$ cat src/cp0_pkg.sv
`default_nettype none

package cp0_pkg;

    typedef logic [7:0]  reg_addr_t; // {register number, select}
    typedef logic [31:0] word_t;
    typedef logic [4:0]  exc_code_t;
    typedef logic [3:0]  tlb_idx_t;
    typedef logic [7:0]  asid_t;
    typedef logic [18:0] vpn2_t;
    typedef logic [23:0] pfn_t;

    localparam reg_addr_t REG_INDEX    = {5'd0, 3'd0};
    localparam reg_addr_t REG_RANDOM   = {5'd1, 3'd0};
    localparam reg_addr_t REG_ENTRYLO0 = {5'd2, 3'd0};
    localparam reg_addr_t REG_ENTRYLO1 = {5'd3, 3'd0};
    localparam reg_addr_t REG_CONTEXT  = {5'd4, 3'd0};
    localparam reg_addr_t REG_WIRED    = {5'd6, 3'd0};
    localparam reg_addr_t REG_BADVADDR = {5'd8, 3'd0};
    localparam reg_addr_t REG_COUNT    = {5'd9, 3'd0};
    localparam reg_addr_t REG_ENTRYHI  = {5'd10, 3'd0};
    localparam reg_addr_t REG_COMPARE  = {5'd11, 3'd0};
    localparam reg_addr_t REG_STATUS   = {5'd12, 3'd0};
    localparam reg_addr_t REG_CAUSE    = {5'd13, 3'd0};
    localparam reg_addr_t REG_EPC      = {5'd14, 3'd0};
    localparam reg_addr_t REG_PRID     = {5'd15, 3'd0};
    localparam reg_addr_t REG_EBASE    = {5'd15, 3'd1};
    localparam reg_addr_t REG_CONFIG   = {5'd16, 3'd0};
    localparam reg_addr_t REG_CONFIG1  = {5'd16, 3'd1};

    localparam int       TLB_ENTRIES = 16;
    localparam tlb_idx_t TLB_LAST    = tlb_idx_t'(TLB_ENTRIES - 1);

    localparam word_t       STATUS_RESET   = 32'h1040_0004; // CU0, BEV, ERL
    localparam word_t       EBASE_RESET    = 32'h8000_0000;
    localparam word_t       PRID_VALUE     = 32'h0001_8000; // 4Kc style ID
    localparam word_t       BOOT_VECTOR    = 32'hBFC0_0380;
    localparam logic [15:0] GEN_VEC_OFFSET = 16'h0180;

    // Writable fields, other bits keep their value
    localparam word_t STATUS_WMASK  = 32'h1040_FF17; // CU0 BEV IM UM ERL EXL IE
    localparam word_t CAUSE_WMASK   = 32'h0080_0300; // IV and software IP
    localparam word_t ENTRYHI_WMASK = 32'hFFFF_E0FF;
    localparam word_t ENTRYLO_WMASK = 32'h3FFF_FFFF;
    localparam word_t EBASE_WMASK   = 32'h3FFF_F000;
    localparam word_t CONTEXT_WMASK = 32'hFF80_0000; // PTEBase only

    localparam exc_code_t EXC_INT  = 5'd0;
    localparam exc_code_t EXC_TLBL = 5'd2;
    localparam exc_code_t EXC_TLBS = 5'd3;
    localparam exc_code_t EXC_ADEL = 5'd4;
    localparam exc_code_t EXC_SYS  = 5'd8;
    localparam exc_code_t EXC_BP   = 5'd9;
    localparam exc_code_t EXC_RI   = 5'd10;
    localparam exc_code_t EXC_OV   = 5'd12;

endpackage

`default_nettype wire

$ cat src/cp0_if.sv
`timescale 1ns/1ns
`default_nettype none

interface exc_if
    import cp0_pkg::*;
();
    logic       valid;
    exc_code_t  code;
    word_t      epc;
    logic       bd;
    word_t      bad_vaddr;
    logic       badv_we;
    logic [7:0] int_pending_src; // Software and timer IP after IM
    logic [7:0] int_mask;
    logic       allow_int;
    logic       bev;
    word_t      ebase;

    modport producer (
        output valid, code, epc, bd, bad_vaddr, badv_we,
        input  int_pending_src, int_mask, allow_int, bev, ebase
    );
    modport consumer (
        input  valid, code, epc, bd, bad_vaddr, badv_we,
        output int_pending_src, int_mask, allow_int, bev, ebase
    );
endinterface

interface tlb_if
    import cp0_pkg::*;
();
    vpn2_t      vpn2;
    asid_t      asid;
    pfn_t       pfn0;
    pfn_t       pfn1;
    logic [4:0] flags0; // C, D, V
    logic [4:0] flags1;
    logic       g;
    tlb_idx_t   wr_idx;
    logic       wr_en;
    vpn2_t      probe_vpn2;
    asid_t      probe_asid;
    logic       probe_hit;
    tlb_idx_t   probe_idx;

    modport master (
        output vpn2, asid, pfn0, pfn1, flags0, flags1, g, wr_idx, wr_en,
        output probe_vpn2, probe_asid,
        input  probe_hit, probe_idx
    );
    modport slave (
        input  vpn2, asid, pfn0, pfn1, flags0, flags1, g, wr_idx, wr_en,
        input  probe_vpn2, probe_asid,
        output probe_hit, probe_idx
    );
endinterface

`default_nettype wire

$ cat src/exc_arbiter.sv
`timescale 1ns/1ns
`default_nettype none

module exc_arbiter
    import cp0_pkg::*;
(
    input  wire            clk,
    input  wire            rst_n,
    input  wire [5:0]      hw_int_i,
    input  wire            exc_req_i,
    input  wire exc_code_t exc_code_i,
    input  wire word_t     exc_epc_i,
    input  wire            exc_bd_i,
    input  wire word_t     exc_bad_vaddr_i,
    output logic           exc_taken_o,
    output word_t          exc_vector_o,
    exc_if.producer        exc
);

    logic [7:0] ip_masked;
    logic       int_pending;
    word_t      vector;

    assign ip_masked   = exc.int_pending_src | {exc.int_mask[7:2] & hw_int_i, 2'b00};
    assign int_pending = exc.allow_int && (ip_masked != 8'b0);

    // Interrupt beats a synchronous request, the core replays the instruction
    assign exc.valid     = int_pending | exc_req_i;
    assign exc.code      = int_pending ? EXC_INT : exc_code_i;
    assign exc.epc       = exc_epc_i;
    assign exc.bd        = exc_bd_i;
    assign exc.bad_vaddr = exc_bad_vaddr_i;
    assign exc.badv_we   = !int_pending && (exc_code_i inside {EXC_TLBL, EXC_TLBS, EXC_ADEL});

    assign vector = exc.bev ? BOOT_VECTOR : exc.ebase + 32'(GEN_VEC_OFFSET);

    always_ff @(posedge clk) begin
        if (!rst_n)
            exc_taken_o <= 1'b0;
        else
            exc_taken_o <= exc.valid;
    end

    always_ff @(posedge clk) begin
        if (exc.valid)
            exc_vector_o <= vector; // Held until next entry
    end

endmodule

`default_nettype wire

$ cat src/tlb_array.sv
`timescale 1ns/1ns
`default_nettype none

module tlb_array
    import cp0_pkg::*;
(
    input  wire  clk,
    input  wire  rst_n,
    tlb_if.slave tlb
);

    vpn2_t                  vpn2_mem [TLB_ENTRIES];
    asid_t                  asid_mem [TLB_ENTRIES];
    logic                   g_mem    [TLB_ENTRIES];
    logic [28:0]            lo0_mem  [TLB_ENTRIES]; // {PFN, C, D, V} for even page
    logic [28:0]            lo1_mem  [TLB_ENTRIES];
    logic [TLB_ENTRIES-1:0] live_q;
    logic [TLB_ENTRIES-1:0] match;

    always_ff @(posedge clk) begin
        if (!rst_n)
            live_q <= '0;
        else if (tlb.wr_en)
            live_q[tlb.wr_idx] <= 1'b1;
    end

    always_ff @(posedge clk) begin
        if (tlb.wr_en) begin
            vpn2_mem[tlb.wr_idx] <= tlb.vpn2;
            asid_mem[tlb.wr_idx] <= tlb.asid;
            g_mem[tlb.wr_idx]    <= tlb.g;
            lo0_mem[tlb.wr_idx]  <= {tlb.pfn0, tlb.flags0};
            lo1_mem[tlb.wr_idx]  <= {tlb.pfn1, tlb.flags1};
        end
    end

    // Lookup side of lo0/lo1 lives in the fetch and load MMU
    always_comb begin
        for (int i = 0; i < TLB_ENTRIES; i++) begin
            match[i] = live_q[i] && (vpn2_mem[i] == tlb.probe_vpn2)
                       && (g_mem[i] || asid_mem[i] == tlb.probe_asid);
        end
    end

    always_comb begin
        tlb.probe_idx = '0;
        for (int i = TLB_ENTRIES - 1; i >= 0; i--) begin
            if (match[i])
                tlb.probe_idx = tlb_idx_t'(i); // Lowest index wins
        end
    end

    assign tlb.probe_hit = |match;

endmodule

`default_nettype wire

$ cat src/cp0_regfile.sv
`timescale 1ns/1ns
`default_nettype none

module cp0_regfile
    import cp0_pkg::*;
(
    input  wire            clk,
    input  wire            rst_n,
    input  wire reg_addr_t rd_addr_i,
    output word_t          rd_data_o,
    input  wire            we_i,
    input  wire reg_addr_t wr_addr_i,
    input  wire word_t     wr_data_i,
    input  wire [5:0]      hw_int_i,
    input  wire            eret_i,
    input  wire            tlbwi_i,
    input  wire            tlbwr_i,
    input  wire            tlbp_i,
    output logic           timer_int_o,
    output logic           exl_o,
    output logic           user_mode_o,
    exc_if.consumer        exc,
    tlb_if.master          tlb
);

    word_t      status_q, cause_q, count_q, compare_q, epc_q, badvaddr_q;
    word_t      ebase_q, entryhi_q, entrylo0_q, entrylo1_q, context_q;
    logic       index_p;
    tlb_idx_t   index_q, random_q, wired_q;
    logic [2:0] k0_q;
    logic [5:0] hw_ip;

    assign hw_ip       = {hw_int_i[5] | timer_int_o, hw_int_i[4:0]}; // Timer shares IP7
    assign exl_o       = status_q[1];
    assign user_mode_o = status_q[4:1] == 4'b1000;

    assign exc.int_mask        = status_q[15:8];
    assign exc.int_pending_src = status_q[15:8] & {timer_int_o, 5'b0, cause_q[9:8]};
    assign exc.allow_int       = status_q[2:0] == 3'b001; // IE set, EXL and ERL clear
    assign exc.bev             = status_q[22];
    assign exc.ebase           = ebase_q;

    assign tlb.vpn2       = entryhi_q[31:13];
    assign tlb.asid       = entryhi_q[7:0];
    assign tlb.pfn0       = entrylo0_q[29:6];
    assign tlb.pfn1       = entrylo1_q[29:6];
    assign tlb.flags0     = entrylo0_q[5:1];
    assign tlb.flags1     = entrylo1_q[5:1];
    assign tlb.g          = entrylo0_q[0] & entrylo1_q[0];
    assign tlb.wr_idx     = tlbwr_i ? random_q : index_q;
    assign tlb.wr_en      = tlbwi_i | tlbwr_i;
    assign tlb.probe_vpn2 = entryhi_q[31:13];
    assign tlb.probe_asid = entryhi_q[7:0];

    always_comb begin
        case (rd_addr_i)
            REG_INDEX:    rd_data_o = {index_p, 27'b0, index_q};
            REG_RANDOM:   rd_data_o = {28'b0, random_q};
            REG_ENTRYLO0: rd_data_o = entrylo0_q;
            REG_ENTRYLO1: rd_data_o = entrylo1_q;
            REG_CONTEXT:  rd_data_o = {context_q[31:4], 4'b0};
            REG_WIRED:    rd_data_o = {28'b0, wired_q};
            REG_BADVADDR: rd_data_o = badvaddr_q;
            REG_COUNT:    rd_data_o = count_q;
            REG_ENTRYHI:  rd_data_o = entryhi_q;
            REG_COMPARE:  rd_data_o = compare_q;
            REG_STATUS:   rd_data_o = status_q;
            REG_CAUSE:    rd_data_o = {cause_q[31:16], hw_ip, cause_q[9:0]};
            REG_EPC:      rd_data_o = epc_q;
            REG_PRID:     rd_data_o = PRID_VALUE;
            REG_EBASE:    rd_data_o = ebase_q;
            REG_CONFIG:   rd_data_o = {1'b1, 21'b0, 3'd1, 4'b0, k0_q}; // MT=TLB, AR=0 is rel 1
            REG_CONFIG1:  rd_data_o = {1'b0, 6'(TLB_ENTRIES - 1), 25'b0};
            default:      rd_data_o = '0;
        endcase
    end

    always_ff @(posedge clk) begin
        if (!rst_n) begin
            status_q    <= STATUS_RESET;
            cause_q     <= '0;
            count_q     <= '0;
            compare_q   <= '0;
            ebase_q     <= EBASE_RESET;
            random_q    <= TLB_LAST;
            wired_q     <= '0;
            k0_q        <= 3'd3;
            timer_int_o <= 1'b0;
        end else begin
            count_q <= count_q + 32'd1;
            if (compare_q != '0 && compare_q == count_q)
                timer_int_o <= 1'b1;
            if (we_i) begin
                case (wr_addr_i)
                    REG_INDEX:    index_q <= wr_data_i[3:0]; // P bit is read only
                    REG_ENTRYLO0: entrylo0_q <= wr_data_i & ENTRYLO_WMASK;
                    REG_ENTRYLO1: entrylo1_q <= wr_data_i & ENTRYLO_WMASK;
                    REG_CONTEXT:  context_q <= (context_q & ~CONTEXT_WMASK)
                                               | (wr_data_i & CONTEXT_WMASK);
                    REG_WIRED: begin
                        wired_q  <= wr_data_i[3:0];
                        random_q <= TLB_LAST;
                    end
                    REG_COUNT:    count_q <= wr_data_i;
                    REG_ENTRYHI:  entryhi_q <= wr_data_i & ENTRYHI_WMASK;
                    REG_COMPARE: begin
                        compare_q   <= wr_data_i;
                        timer_int_o <= 1'b0; // Acknowledge
                    end
                    REG_STATUS:   status_q <= wr_data_i & STATUS_WMASK;
                    REG_CAUSE:    cause_q <= (cause_q & ~CAUSE_WMASK) | (wr_data_i & CAUSE_WMASK);
                    REG_EPC:      epc_q <= wr_data_i;
                    REG_EBASE:    ebase_q <= (ebase_q & ~EBASE_WMASK) | (wr_data_i & EBASE_WMASK);
                    REG_CONFIG:   k0_q <= wr_data_i[2:0];
                    default: ;
                endcase
            end
            if (tlbwr_i)
                random_q <= (random_q == wired_q) ? TLB_LAST : random_q - 4'd1;
            if (tlbp_i) begin
                index_p <= ~tlb.probe_hit;
                index_q <= tlb.probe_idx;
            end
            if (eret_i)
                status_q[1] <= 1'b0;
            // Entry wins over a same-cycle ERET
            if (exc.valid) begin
                if (!status_q[1]) begin
                    epc_q       <= exc.epc; // Nested entry keeps first EPC
                    cause_q[31] <= exc.bd;
                end
                cause_q[6:2] <= exc.code;
                status_q[1]  <= 1'b1;
                if (exc.badv_we) begin
                    badvaddr_q       <= exc.bad_vaddr;
                    context_q[22:4]  <= exc.bad_vaddr[31:13];
                    entryhi_q[31:13] <= exc.bad_vaddr[31:13];
                end
            end
        end
    end

endmodule

`default_nettype wire

$ cat src/cp0_top.sv
`timescale 1ns/1ns
`default_nettype none

module cp0_top
    import cp0_pkg::*;
(
    input  wire            clk,
    input  wire            rst_n,
    input  wire reg_addr_t rd_addr_i,
    output word_t          rd_data_o,
    input  wire            we_i,
    input  wire reg_addr_t wr_addr_i,
    input  wire word_t     wr_data_i,
    input  wire [5:0]      hw_int_i,
    input  wire            exc_req_i,
    input  wire exc_code_t exc_code_i,
    input  wire word_t     exc_epc_i,
    input  wire            exc_bd_i,
    input  wire word_t     exc_bad_vaddr_i,
    input  wire            eret_i,
    input  wire            tlbwi_i,
    input  wire            tlbwr_i,
    input  wire            tlbp_i,
    output logic           timer_int_o,
    output logic           exc_taken_o,
    output word_t          exc_vector_o,
    output logic           exl_o,
    output logic           user_mode_o
);

    exc_if exc_bus ();
    tlb_if tlb_bus ();

    exc_arbiter u_arbiter (
        .clk             (clk),
        .rst_n           (rst_n),
        .hw_int_i        (hw_int_i),
        .exc_req_i       (exc_req_i),
        .exc_code_i      (exc_code_i),
        .exc_epc_i       (exc_epc_i),
        .exc_bd_i        (exc_bd_i),
        .exc_bad_vaddr_i (exc_bad_vaddr_i),
        .exc_taken_o     (exc_taken_o),
        .exc_vector_o    (exc_vector_o),
        .exc             (exc_bus.producer)
    );

    cp0_regfile u_regfile (
        .clk         (clk),
        .rst_n       (rst_n),
        .rd_addr_i   (rd_addr_i),
        .rd_data_o   (rd_data_o),
        .we_i        (we_i),
        .wr_addr_i   (wr_addr_i),
        .wr_data_i   (wr_data_i),
        .hw_int_i    (hw_int_i),
        .eret_i      (eret_i),
        .tlbwi_i     (tlbwi_i),
        .tlbwr_i     (tlbwr_i),
        .tlbp_i      (tlbp_i),
        .timer_int_o (timer_int_o),
        .exl_o       (exl_o),
        .user_mode_o (user_mode_o),
        .exc         (exc_bus.consumer),
        .tlb         (tlb_bus.master)
    );

    tlb_array u_tlb (
        .clk   (clk),
        .rst_n (rst_n),
        .tlb   (tlb_bus.slave)
    );

endmodule

`default_nettype wire

$ cat config.mk
export PLATFORM = sky130hd
export DESIGN_NAME = cp0_top
export DESIGN_NICKNAME = d
export VERILOG_FILES = /design/src/cp0_pkg.sv /design/src/cp0_if.sv /design/src/exc_arbiter.sv /design/src/tlb_array.sv /design/src/cp0_regfile.sv /design/src/cp0_top.sv
export SDC_FILE = /design/constraint.sdc
export NUM_CORES = 1
export LEC_CHECK = 0
export BUFFER_PORTS_ARGS = -buffer_cell sky130_fd_sc_hd__buf_2
export CORE_MARGIN = 1.5
export CORE_UTILIZATION = 55
export CTS_CLUSTER_DIAMETER = 40
export DETAILED_ROUTE_END_ITERATION = 10
export PLACE_DENSITY = 0.76
export SKIP_CTS_REPAIR_TIMING = 1
export SYNTH_ARGS = -nofsm -noshare
export SYNTH_HDL_FRONTEND = slang
export SYNTH_SLANG_ARGS = --single-unit
$ cat constraint.sdc
create_clock -name clk -period 4.7 [get_ports clk]
set_input_delay 0.705 -clock clk [delete_from_list [all_inputs] [get_ports clk]]
set_output_delay 0.705 -clock clk [all_outputs]
set_load 0.02 [all_outputs]
==> run_results.csv <==
group,metric,value,unit
drt,first_pass_iters,8,
placed_design,gp_congestion,0.9442,
worst_hold_path,worstHoldStart,"exc_bad_vaddr_i[9]",
grt,grtUsageTotal,31.05,%
drt,wire_per_inst,26.20,um
grt,antenna_found_initial,1,
synthesis,synth_warnings,0,
synthesis,syn_area,34660,um^2
drt,drc,0,
layout,final_common_cell,"edfxtp_1",
setup_path,r2r_end,"u_regfile.index_q[1]",
drt,drtIter0Drc,2963,
die,die_w,254.0,um
die,ios,200,
drt,final_antenna_net_count,0,
sta,fmax,267.4,MHz
setup_path,cp.buffers_inverters,3,
die,die_h,254.0,um
clock_tree,clk_latency,0.68,ns
pwr,p_leak,13.98,nW
setup_path,cp.depth,10,
setup_path,critPathCaptureType,"output port",
sta,rsz0062_at_grt,"no",
clock_tree,cts_sinks,785,
sta,min_period_over_period,79.56,%
layout,fillers,4506,
sta,worstMarginPinSlew,1.261,ns
drt,wl,100000,um
synthesis,yosys_most_used_dff,"edfxtp_1",
pwr,ir_drop,0.3440,mV
clock_tree,cts_root_buf,"clkbuf_16",
clock_tree,cts_tree,"built",
setup_path,cp_max_fo,27,
layout,final_cell_mix,"edfxtp_1 (651), xor2_1 (373), nand2_1 (199)",
layout,fin_util,65.04,%
worst_hold_path,hold_depth,1,
setup_path,crit_top_cell,"buf_2",
clock_tree,htree_levels,3,
synthesis,avgSynthCellArea,13.14,um^2
drt,via_per_inst,6.265,
setup_path,crit_slowest_cell,"buf_4",
layout,area_growth,16.23,%
layout,drive_above_1_share,17.95,%
setup_path,critPathKind,"in2out",
worst_hold_path,min_to,"u_regfile.badvaddr_q[9]",
worst_hold_path,hold_class,"in2reg",
setup_path,cp_top_family,"simple AND/OR/NAND/NOR gates",
setup_path,rr_startpoint,"u_regfile.entryhi_q[4]",
layout,final_nets,3025,
sta,slew_headroom,15.85,%
sta,tns,0,ns
placed_design,port_buffers,186,
grt,grt_first_pass_wirelength,148600,um
sta,setup_viol,0,
sta,timing.final.hold_violations,0,
die,fp-row-count,91,
die,core,61940,um^2
sta,fin_skew,0.03281,ns
setup_path,rr_worst_depth,8,
grt,overflow,0,
sta,fin_crit,3.739,ns
pwr,powerDensity,406.6,nW/um^2
setup_path,cp_data_required_time,3.99,ns
clock_tree,cts_buffers,102,
setup_path,critPathLaunchType,"primary input",
run,maxCapViolations,0,
status,status,"finished clean",
die,dieArea,64530,um^2
die,initial_core_util,55.96,%
setup_path,crit_path_max_incr_delay,0.46,ns
drt,num_vias,23915,
setup_path,path_cells,"buf_2 -> nand2b_1 -> nor3_1 -> nand2_1 -> nor3_2 -> buf_4 -> a22o_1 -> a221oi_1 -> nand3_1 -> buf_2",
synthesis,yosys_register_bits,785,
clock_tree,clkTransAtPathRegs,0.06,ns
grt,grt_max_degree,64,
placed_design,hpwlAfterDp,66620,um
setup_path,critPathArrivalTime,3.03,ns
synthesis,synth-edff-count,651,
synthesis,ys_seq_area_share,64.14,%
clock_tree,ctsLongestPathBuffers,3,
synthesis,ys_async_sr_fraction,0,%
setup_path,rrSetupSlack,1.16,ns
synthesis,synthCells,2637,
sta,drv_slew,0,
synthesis,ys_types,62,
grt,grt_pass1_vias,24027,
layout,diodes,0,
==> cell type report <==
cell class	count	area (um^2)	share of cell area (%)
Multi-Input combinational cell	1690	11650	28.92
Tap cell	837	1047	2.599
Timing Repair Buffer	300	1862	4.621
Clock buffer	122	2784	6.910
Inverter	12	47.55	0.1180
Clock inverter	71	664.4	1.649
Sequential cell	785	22230	55.18
==> layer usage <==
layer	up-vias	global-route usage, %	part of all wire [%]
met1	11746	39.80	38
met5	-	0	0.014
met3	315	5.664	8.9
met4	2	15.56	5.2
li1	10388	-	-
met2	1464	50.85	48
==> cells in the mapped netlist (14+ instances only) <==
library cell	number	share of area (%)
a211oi_1	31	0.67
a21oi_1	82	1.2
a221oi_1	38	0.96
a222oi_1	31	0.90
a22o_1	29	0.73
a22oi_1	38	0.82
and2_1	26	0.47
buf_2	34	0.49
buf_4	24	0.52
buf_6	15	0.49
clkbuf_1	83	0.90
dfxtp_1	134	7.7
edfxtp_1	651	56
mux2i_1	70	2.0
nand2_1	199	2.2
nand3_1	66	0.95
nand4_1	75	1.4
nand4b_1	14	0.35
nor2_1	155	1.7
nor2b_1	16	0.29
nor3_1	14	0.20
nor4_1	138	2.5
nor4b_1	14	0.35
o21ai_0	40	0.58
o21bai_1	19	0.41
xnor2_1	124	3.1
xor2_1	373	9.4
==> worst reg2reg max path, stage by stage, from the launching register on <==
cell and delay [ns]:
edfxtp_1 1.09, buf_4 0.36, xor2_1 0.09, nor4_1 0.36, a21oi_1 0.27, nor4_1 0.74
nor3_1 0.12, o31ai_1 0.11, o221ai_1 0.15
==> cells by family after synthesis <==
family,synth area share [%]
fa+ha+maj,0.07219
buf+inv,2.722
simple gates,11.58
compound gates,6.841
mux,2.022
other cells,0.02167
xor+xnor,12.61
flops,64.14
==> report_power, final <==
part           switching [mW]  leakage (nW)  total (mW)  internal [mW]
clock network            3.21          1.67        7.71           4.50
logic                   0.574          5.34       0.862          0.288
registers               0.137          6.97        7.81           7.67
total                    3.92          14.0        16.4           12.5
==> sequential cells by signal, summed over array words and instances, names as in the netlist, 19 cells and up <==
| name | flops |
|---|---|
| u_tlb.asid_mem | 128 |
| u_regfile.badvaddr_q | 32 |
| u_arbiter.exc_vector_o | 19 |
| u_regfile.compare_q | 32 |
| u_regfile.context_q | 28 |
| u_regfile.entrylo0_q | 30 |
| u_tlb.vpn2_mem | 304 |
| u_regfile.entryhi_q | 27 |
| u_regfile.epc_q | 32 |
| u_regfile.entrylo1_q | 30 |
| u_regfile.count_q | 32 |
==> how the worst max path moves through the flow <==
stage          slack, ns                 endpoint    startpoint
2_1_floorplan       0.17  u_regfile.entrylo1_q[0]          we_i
3_3_place_gp        1.21            rd_data_o[16]  rd_addr_i[2]
3_5_place_dp        1.12            rd_data_o[16]  rd_addr_i[2]
4_1_cts             1.09            rd_data_o[16]  rd_addr_i[2]
5_1_grt             0.93            rd_data_o[16]  rd_addr_i[2]
6_report            0.96            rd_data_o[16]  rd_addr_i[2]
==> metrics by stage <==
| stage | cells | power [mW] | setup WS (ns) | hold slack [ns] | instance area [um^2] |
|---|---|---|---|---|---|
| finish | 3817 | 16.38 | 0.9608 | 0.2047 | 40290 |
| global route | 3817 | 16.76 | 0.9297 | 0.1924 | 40290 |
| CTS | 3817 | 16.40 | 1.085 | 0.1834 | 40290 |
| detailed placement | 3624 | 8.788 | 1.118 | 0.4563 | 36840 |
| global placement | 3624 | 8.756 | 1.206 | 0.4496 | 36840 |
| floorplan | 2648 | 8.392 | 0.1732 | 0.4264 | 34710 |
Note: power is estimated with default switching activity, not from simulation.
